$ cat config.mk
export PLATFORM = sky130hd
export DESIGN_NAME = mic_sequencer
export DESIGN_NICKNAME = d
export VERILOG_FILES = /design/src/hdl/mic_pkg.sv /design/src/hdl/mic_seq_if.sv /design/src/hdl/mic_addr_sel.sv /design/src/hdl/mic_branch_ctl.sv /design/src/hdl/mic_cond_sel.sv /design/src/hdl/mic_loop_counter.sv /design/src/hdl/mic_return_stack.sv /design/src/hdl/mic_sequencer.sv
export SDC_FILE = /design/constraint.sdc
export NUM_CORES = 1
export LEC_CHECK = 0
export ABC_CLOCK_PERIOD_IN_PS = 7500
export BUFFER_PORTS_ARGS = -buffer_cell sky130_fd_sc_hd__buf_2
export CAP_MARGIN = 20
export CORE_ASPECT_RATIO = 0.75
export CORE_MARGIN = 5
export CORE_UTILIZATION = 45
export CTS_BUF_LIST = sky130_fd_sc_hd__clkbuf_8 sky130_fd_sc_hd__clkbuf_16
export DETAILED_ROUTE_END_ITERATION = 10
export PLACE_DENSITY_LB_ADDON = 0.05
export SLEW_MARGIN = 20
export SYNTH_ARGS = -nofsm -noshare
export SYNTH_HDL_FRONTEND = slang
export SYNTH_SLANG_ARGS = --single-unit
$ cat constraint.sdc
create_clock -name sysclk -period 7.5 [get_ports sysclk]
set_input_delay 1.5 -clock sysclk [delete_from_list [all_inputs] [get_ports sysclk]]
set_output_delay 1.5 -clock sysclk [all_outputs]
set_load 0.01 [all_outputs]
$ cat src/hdl/mic_pkg.sv
`default_nettype none

package mic_pkg;

  // Microprogram address and microword field widths
  parameter int MA_W   = 13;
  parameter int CS_W   = 12;
  parameter int FLAG_W = 8;

  // Control view sub-fields
  parameter int SEL_W = 3;  // Flag index
  parameter int LC_W  = 8;  // Loop count

  // Sequencing operation carried by every microword
  typedef enum logic [1:0] {
    SEQ_NEXT = 2'b00,
    SEQ_JUMP = 2'b01,
    SEQ_CALL = 2'b10,
    SEQ_RET  = 2'b11
  } seq_op_e;

  // Where the next MA comes from
  typedef enum logic [1:0] {
    SRC_INC    = 2'b00,
    SRC_TARGET = 2'b01,
    SRC_STACK  = 2'b10
  } addr_src_e;

  // Branch address view
  typedef struct packed {
    logic [CS_W-1:0] target;
  } cs_jump_t;

  // Condition and loop setup view, loaded by cs_ld_ctl
  typedef struct packed {
    logic [SEL_W-1:0] cond_sel;
    logic             cond_true;  // 1: branch on flag set
    logic [LC_W-1:0]  lc_value;
  } cs_ctl_t;

  // Same microword bits, decoded either way
  typedef union packed {
    cs_jump_t jmp;
    cs_ctl_t  ctl;
  } cs_field_u;

endpackage

`default_nettype wire

$ cat src/hdl/mic_seq_if.sv
`timescale 1ns/1ps
`default_nettype none

interface mic_seq_if;

  mic_pkg::addr_src_e      src;       // Next-address source
  logic                    push;      // Save return address
  logic                    pop;       // Drop top entry
  logic [mic_pkg::MA_W-1:0] target;   // Jump target, zero extended
  logic [mic_pkg::MA_W-1:0] ret_addr; // Top of return stack
  logic [mic_pkg::MA_W-1:0] inc_addr; // MA plus one

  // Branch decision side
  modport ctl (output src, push, pop, target);

  // MA register and next-address mux
  modport path (input src, target, ret_addr, output inc_addr);

  // Return stack
  modport stack (input push, pop, inc_addr, output ret_addr);

endinterface

`default_nettype wire

$ cat src/hdl/mic_addr_sel.sv
`timescale 1ns/1ps
`default_nettype none

module mic_addr_sel (
  input  wire                       sysclk,
  input  wire                       rst_n,
  mic_seq_if.path                   seq,
  output logic [mic_pkg::MA_W-1:0]  ma
);

  logic [mic_pkg::MA_W-1:0] ma_q;
  logic [mic_pkg::MA_W-1:0] ma_next;

  // Wraps at 2^13
  assign seq.inc_addr = ma_q + 1'b1;

  always_comb begin
    case (seq.src)
      mic_pkg::SRC_TARGET: ma_next = seq.target;
      mic_pkg::SRC_STACK:  ma_next = seq.ret_addr;
      default:             ma_next = seq.inc_addr;  // Fall through
    endcase
  end

  always_ff @(posedge sysclk or negedge rst_n) begin
    if (!rst_n) begin
      ma_q <= '0;
    end else begin
      ma_q <= ma_next;
    end
  end

  assign ma = ma_q;

endmodule

`default_nettype wire

$ cat src/hdl/mic_branch_ctl.sv
`timescale 1ns/1ps
`default_nettype none

module mic_branch_ctl (
  input  mic_pkg::seq_op_e    op,
  input  wire                 cond_en,
  input  wire                 loop,
  input  wire                 ld_ctl,
  input  mic_pkg::cs_field_u  field,
  input  wire                 cond_pass,
  input  wire                 lc_zero,
  mic_seq_if.ctl              seq
);

  logic go;  // Condition satisfied or not required

  assign go = !cond_en || cond_pass;

  // Target is the jump view, zero extended to a full MA
  assign seq.target = {{(mic_pkg::MA_W - mic_pkg::CS_W){1'b0}}, field.jmp.target};

  always_comb begin
    seq.src  = mic_pkg::SRC_INC;
    seq.push = 1'b0;
    seq.pop  = 1'b0;
    if (ld_ctl) begin
      // Setup word, op ignored and MA just advances
      seq.src = mic_pkg::SRC_INC;
    end else if (loop) begin
      // Condition is not looked at on loop branches
      if (op == mic_pkg::SEQ_JUMP && !lc_zero) begin
        seq.src = mic_pkg::SRC_TARGET;
      end
    end else if (go) begin
      case (op)
        mic_pkg::SEQ_JUMP: seq.src = mic_pkg::SRC_TARGET;
        mic_pkg::SEQ_CALL: begin
          seq.src  = mic_pkg::SRC_TARGET;
          seq.push = 1'b1;  // Return to the word after the call
        end
        mic_pkg::SEQ_RET: begin
          seq.src = mic_pkg::SRC_STACK;
          seq.pop = 1'b1;
        end
        default: seq.src = mic_pkg::SRC_INC;
      endcase
    end
  end

  // Loop branches only make sense as jumps; the counter would
  // otherwise decrement with no branch behind it
  always_comb begin : loop_op_check
    if (loop && !ld_ctl) begin
      a_loop_jump: assert #0 (op == mic_pkg::SEQ_JUMP)
        else $error("loop branch without SEQ_JUMP");
    end
  end

endmodule

`default_nettype wire

$ cat src/hdl/mic_cond_sel.sv
`timescale 1ns/1ps
`default_nettype none

module mic_cond_sel (
  input  wire                        sysclk,
  input  wire                        rst_n,
  input  wire                        ld_ctl,
  input  mic_pkg::cs_field_u         field,
  input  wire [mic_pkg::FLAG_W-1:0]  flags,
  output logic                       cond_pass,
  output logic                       cond
);

  logic [mic_pkg::SEL_W-1:0] cond_sel_q;
  logic                      cond_true_q;

  // Condition register, loaded from the control view
  always_ff @(posedge sysclk or negedge rst_n) begin
    if (!rst_n) begin
      cond_sel_q  <= '0;    // Flag 0
      cond_true_q <= 1'b1;  // Branch on true
    end else if (ld_ctl) begin
      cond_sel_q  <= field.ctl.cond_sel;
      cond_true_q <= field.ctl.cond_true;
    end
  end

  // Selected flag matched against polarity
  assign cond_pass = (flags[cond_sel_q] == cond_true_q);

  always_ff @(posedge sysclk or negedge rst_n) begin
    if (!rst_n) begin
      cond <= 1'b0;
    end else begin
      cond <= cond_pass;  // Visible one cycle after the microword
    end
  end

  // Microcode must never select a flag that does not exist
  a_sel_in_range: assert property (
    @(posedge sysclk) disable iff (!rst_n)
    ld_ctl |=> (int'(cond_sel_q) < mic_pkg::FLAG_W)
  ) else $error("condition select outside flag range");

endmodule

`default_nettype wire

$ cat src/hdl/mic_loop_counter.sv
`timescale 1ns/1ps
`default_nettype none

module mic_loop_counter (
  input  wire                 sysclk,
  input  wire                 rst_n,
  input  wire                 ld_ctl,
  input  wire                 loop,
  input  mic_pkg::cs_field_u  field,
  output logic                lc_zero
);

  logic [mic_pkg::LC_W-1:0] count_q;

  assign lc_zero = (count_q == '0);

  // Load has priority over the loop decrement
  always_ff @(posedge sysclk or negedge rst_n) begin
    if (!rst_n) begin
      count_q <= '0;
    end else if (ld_ctl) begin
      count_q <= field.ctl.lc_value;
    end else if (loop && !lc_zero) begin
      count_q <= count_q - 1'b1;  // Same cycle the jump is taken
    end
  end

  // An exhausted loop stays at zero
  a_no_wrap: assert property (
    @(posedge sysclk) disable iff (!rst_n)
    (lc_zero && loop && !ld_ctl) |=> lc_zero
  ) else $error("loop counter wrapped below zero");

endmodule

`default_nettype wire

$ cat src/hdl/mic_return_stack.sv
`timescale 1ns/1ps
`default_nettype none

module mic_return_stack #(
  parameter int STACK_DEPTH = 4
) (
  input  wire         sysclk,
  input  wire         rst_n,
  mic_seq_if.stack    seq,
  output logic        deep
);

  localparam int PTR_W = $clog2(STACK_DEPTH);
  localparam int CNT_W = $clog2(STACK_DEPTH + 1);

  logic [mic_pkg::MA_W-1:0] mem [STACK_DEPTH];
  logic [PTR_W-1:0]         wr_ptr_q;  // Next free slot, oldest entry when full
  logic [CNT_W-1:0]         cnt_q;
  logic [PTR_W-1:0]         top_idx;
  logic [PTR_W-1:0]         wr_ptr_inc;
  logic                     empty;

  assign empty = (cnt_q == '0);
  assign deep  = (cnt_q == CNT_W'(STACK_DEPTH));

  // Circular indices, depth need not be a power of two
  assign top_idx    = (wr_ptr_q == '0) ? PTR_W'(STACK_DEPTH - 1) : wr_ptr_q - 1'b1;
  assign wr_ptr_inc = (wr_ptr_q == PTR_W'(STACK_DEPTH - 1)) ? '0 : wr_ptr_q + 1'b1;

  assign seq.ret_addr = empty ? '0 : mem[top_idx];  // Empty pop gives address 0

  always_ff @(posedge sysclk or negedge rst_n) begin
    if (!rst_n) begin
      wr_ptr_q <= '0;
      cnt_q    <= '0;
    end else if (seq.push) begin
      wr_ptr_q <= wr_ptr_inc;
      if (!deep) begin
        cnt_q <= cnt_q + 1'b1;  // Full push overwrites the oldest
      end
    end else if (seq.pop && !empty) begin
      wr_ptr_q <= top_idx;
      cnt_q    <= cnt_q - 1'b1;
    end
  end

  always_ff @(posedge sysclk) begin
    if (seq.push) begin
      mem[wr_ptr_q] <= seq.inc_addr;
    end
  end

  // Microcode should not return more often than it called
  a_no_empty_pop: assert property (
    @(posedge sysclk) disable iff (!rst_n)
    seq.pop |-> !empty
  ) else $error("return stack popped while empty");

endmodule

`default_nettype wire

$ cat src/hdl/mic_sequencer.sv
`timescale 1ns/1ps
`default_nettype none

module mic_sequencer #(
  parameter int STACK_DEPTH = 4
) (
  input  wire                        sysclk,
  input  wire                        rst_n,
  input  wire [1:0]                  cs_op,
  input  wire                        cs_cond,
  input  wire                        cs_loop,
  input  wire                        cs_ld_ctl,
  input  wire [mic_pkg::CS_W-1:0]    cs_field,
  input  wire [mic_pkg::FLAG_W-1:0]  flags,
  output logic [mic_pkg::MA_W-1:0]   ma,
  output logic                       cond,
  output logic                       lcz,
  output logic                       deep
);

  mic_pkg::cs_field_u field_u;
  mic_pkg::seq_op_e   op;
  logic               cond_pass;

  assign field_u = mic_pkg::cs_field_u'(cs_field);
  assign op      = mic_pkg::seq_op_e'(cs_op);

  mic_seq_if seq_if ();

  mic_cond_sel cond_sel_inst (
    .sysclk    (sysclk),
    .rst_n     (rst_n),
    .ld_ctl    (cs_ld_ctl),
    .field     (field_u),
    .flags     (flags),
    .cond_pass (cond_pass),
    .cond      (cond)
  );

  mic_loop_counter loop_counter_inst (
    .sysclk  (sysclk),
    .rst_n   (rst_n),
    .ld_ctl  (cs_ld_ctl),
    .loop    (cs_loop),
    .field   (field_u),
    .lc_zero (lcz)
  );

  mic_branch_ctl branch_ctl_inst (
    .op        (op),
    .cond_en   (cs_cond),
    .loop      (cs_loop),
    .ld_ctl    (cs_ld_ctl),
    .field     (field_u),
    .cond_pass (cond_pass),
    .lc_zero   (lcz),
    .seq       (seq_if.ctl)
  );

  mic_return_stack #(
    .STACK_DEPTH (STACK_DEPTH)
  ) return_stack_inst (
    .sysclk (sysclk),
    .rst_n  (rst_n),
    .seq    (seq_if.stack),
    .deep   (deep)
  );

  mic_addr_sel addr_sel_inst (
    .sysclk (sysclk),
    .rst_n  (rst_n),
    .seq    (seq_if.path),
    .ma     (ma)
  );

endmodule

`default_nettype wire

==> impl_metrics.toml <==
[clocking]
ctsLongestPathBuffers = 2
cts_resized = 0
post_cts_buffers = 0
cts_buffers = 9
clock_latency_ns = 0.33
clock-sinks = 83
cts_hold_buffers = 0
clk_pin_slew_ns = 0.06
htreeDepth = 3
cts_tree = "built"
ctsRootBufferMaster = "clkbuf_16"

[detailed_routing]
vias = 2487
drc = 0
drt_iter0_drc = 225
wl_met1_mm = 4.41
drt-total-wl_mm = 8.90
top_layer_used = "met4"
dr_wl_met2_mm = 4.11
vias_per_cell = 5.58
wl_met3_um = 306
antenna_left = 0
wl_per_cell_um = 20.0
first_pass_iters = 5

[timing]
setup_ws_ns = 3.21
fmax_mhz = 233
setup_viol = 0
final.setup.tns_ns = 0
final_max_slew_viol_count = 0
relSlewSlack_pct = 35.4
fin_crit_ns = 4.29
rsz0062_at_grt = "false"
worst-slew-pin-transition_ns = 0.967
hold_ws_ns = 0.534
hold_violations = 0
finClkSkew_ns = 0.00283
min_period_over_period_pct = 57.2

[floorplanning]
io-pin-count = 43
core-area_um2 = 8530
start_util_pct = 46.4
die_h_um = 91.2
die_w_um = 118
die_area_um2 = 10800
row_count = 29

[setup_path]
crit_buf_inv = 2
worstSetupEndpointType = "flop"
cpMostUsedCell = "mux2_4"
arrival_ns = 4.51
critPathKind = "in -> reg"
crit_fanout = 17
slowest_stage = "ha_1"
crit_family = "multiplexers"
start_kind = "input pin"
required_ns = 7.72
path_cells = "buf_2 > mux4_1 > mux2_4 > mux2_4 > nand2_1 > o32ai_1 > ha_1 > clkinv_1 > and3_1 > a21o_1"
crit_path_max_incr_delay_ns = 0.67

[logic_synthesis]
netlist_area_um2 = 3960
yosysWarnings = 0
ys_async_sr_fraction_pct = 37.3
synth_seq_cells = 83
yosysUniqueCellTypes = 49
synth-main-ff-cell = "edfxtp_1"
synth_edf_count = 52
avgSynthCellArea_um2 = 13.6
synthCells = 291
syn-num-nets = 330
ys_seq_area_share_pct = 59.1

[layout]
antenna_cells = 0
synthToLayoutAreaGrowth_pct = 16.0
stdcell_area_um2 = 4590
post-route-util_pct = 53.8
final_nets = 372
drive_gt1_share_pct = 26.6
fillCellCount = 715

[power_and_ir_drop]
clkPwrFrac_pct = 30.0
switching_power_mw = 0.516
swShare_pct = 31.4
sequentialPowerShare_pct = 39.8
p_int_mw = 1.13
peakVddDrop_uv = 226
combPwrFrac_pct = 30.2
p_per_area_nw_per_um2 = 358
p_leak_nw = 1.81

[global_route]
grt_usage_pct = 17.3
grt_max_degree = 32
grt_antenna_before_repair = 0
first_global_vias = 2544
grt.overflow.total = 0
grt_pass1_wl_mm = 14.3

[worst_hold_path]
hold_path_class = "reg -> reg"

[run]
drv_cap = 0

[place]
port_buffers = 42
place_congestion = 0.776
dp_slack_ns = 2.91
hpwl_mm = 6.10
placed_area_um2 = 4260

[outcome]
outcome = "finished clean"
[worst paths after layout]
path	endpoint	slack, ns	cells after the start	from
setup / recovery	addr_sel_inst.ma[12]	3.21	10	flags[1]
hold / removal	cond_sel_inst.cond	0.53	1	cond_sel_inst.cond_true_q
setup reg to reg	addr_sel_inst.ma[12]	3.86	9	loop_counter_inst.count_q[0]
hold reg to reg	cond_sel_inst.cond	0.53	1	cond_sel_inst.cond_true_q
max in group asynchronous	addr_sel_inst.ma[12]	5.77	1	rst_n
min in group asynchronous	loop_counter_inst.count_q[6]	1.24	1	rst_n
[Yosys cell counts (all sizes together) (4+ instances only)]
cell type	instances	area, um^2
a21oi	4	20.0
a221oi	8	70.1
a31oi	6	37.5
and3	7	50.1
clkbuf	10	37.5
dfrtp	30	751
edfxtp	52	1560
ha	12	150
inv	13	48.8
mux2	8	97.6
mux4	15	345
nand2	16	60.1
nand2b	4	25.0
nand3	6	30.0
nor2	30	113
nor3	5	25.0
nor4	5	31.3
o21ai	10	50.1
xnor2	11	96.3
xor2	8	70.1
[placed cells by master (no fill, tap or decap), drive strengths merged, types with 2 or more instances in the layout]
master  Yosys  routed
xor2        8       8
clkbuf     10       9
nor4        5       5
xnor2      11      11
buf         2      43
and3        7       7
o21ai      10      10
nand3       6       6
a31oi       6       6
a22o        2       2
nand2      16      16
nor4b       2       2
a221o       2       2
a221oi      8       8
dfrtp      30      30
ha         12      12
nand2b      4       4
clkinv      2       5
edfxtp     52      52
nor2       30      30
o21a        2       2
inv        13      14
nor3        5       5
a21oi       4       4
mux2        8       8
a22oi       2       2
bufinv      0       3
mux4       15      15
[state kept, by name, indices dropped and copies added, names as in the netlist]
name and count:
addr_sel_inst.ma 13, cond_sel_inst.cond 1, cond_sel_inst.cond_sel_q 3, cond_sel_inst.cond_true_q 1
loop_counter_inst.count_q 8, return_stack_inst.cnt_q 3, return_stack_inst.mem 52, return_stack_inst.wr_ptr_q 2
[power by group through the flow]
stage | Sequential, mW | Clock [mW] | Combinational [mW]
floorplan | 0.655 | 0 | 0.342
global placement | 0.661 | 0 | 0.491
detailed placement | 0.663 | 0 | 0.499
CTS | 0.654 | 0.502 | 0.501
global route | 0.664 | 0.522 | 0.552
finish | 0.654 | 0.492 | 0.496
[cells by family after synthesis]
logic type               after synthesis  share of synthesized area (%)
buffers and inverters                 27                           2.78
adder cells (fa/ha/maj)               12                           3.80
XOR/XNOR                              19                           4.21
multiplexers                          24                           11.5
flip-flops                            83                           59.1
AND/OR/NAND/NOR                       83                           10.4
AO/OA/AOI/OAI                         43                           8.26
[through the flow]
step	cells	total power [mW]
finish	446	1.64
global route	446	1.74
CTS	446	1.66
detailed placement	430	1.16
global placement	430	1.15
floorplan	291	0.997
[final cells by class]
cell class	count	area, um^2	area share, %
Timing Repair Buffer	43	218	4.74
Clock inverter	7	108	2.34
Clock buffer	9	225	4.91
Inverter	15	56.3	1.23
Multi-Input combinational cell	181	1510	32.9
Sequential cell	83	2340	51.0
Tap cell	108	135	2.94
[layer usage]
layer,track usage [%],up-vias
li1,-,1182
met1,25.0,1256
met2,26.1,43
met3,4.78,6
met4,4.30,0
met5,0,-
Power figures use the tool's default switching activity.
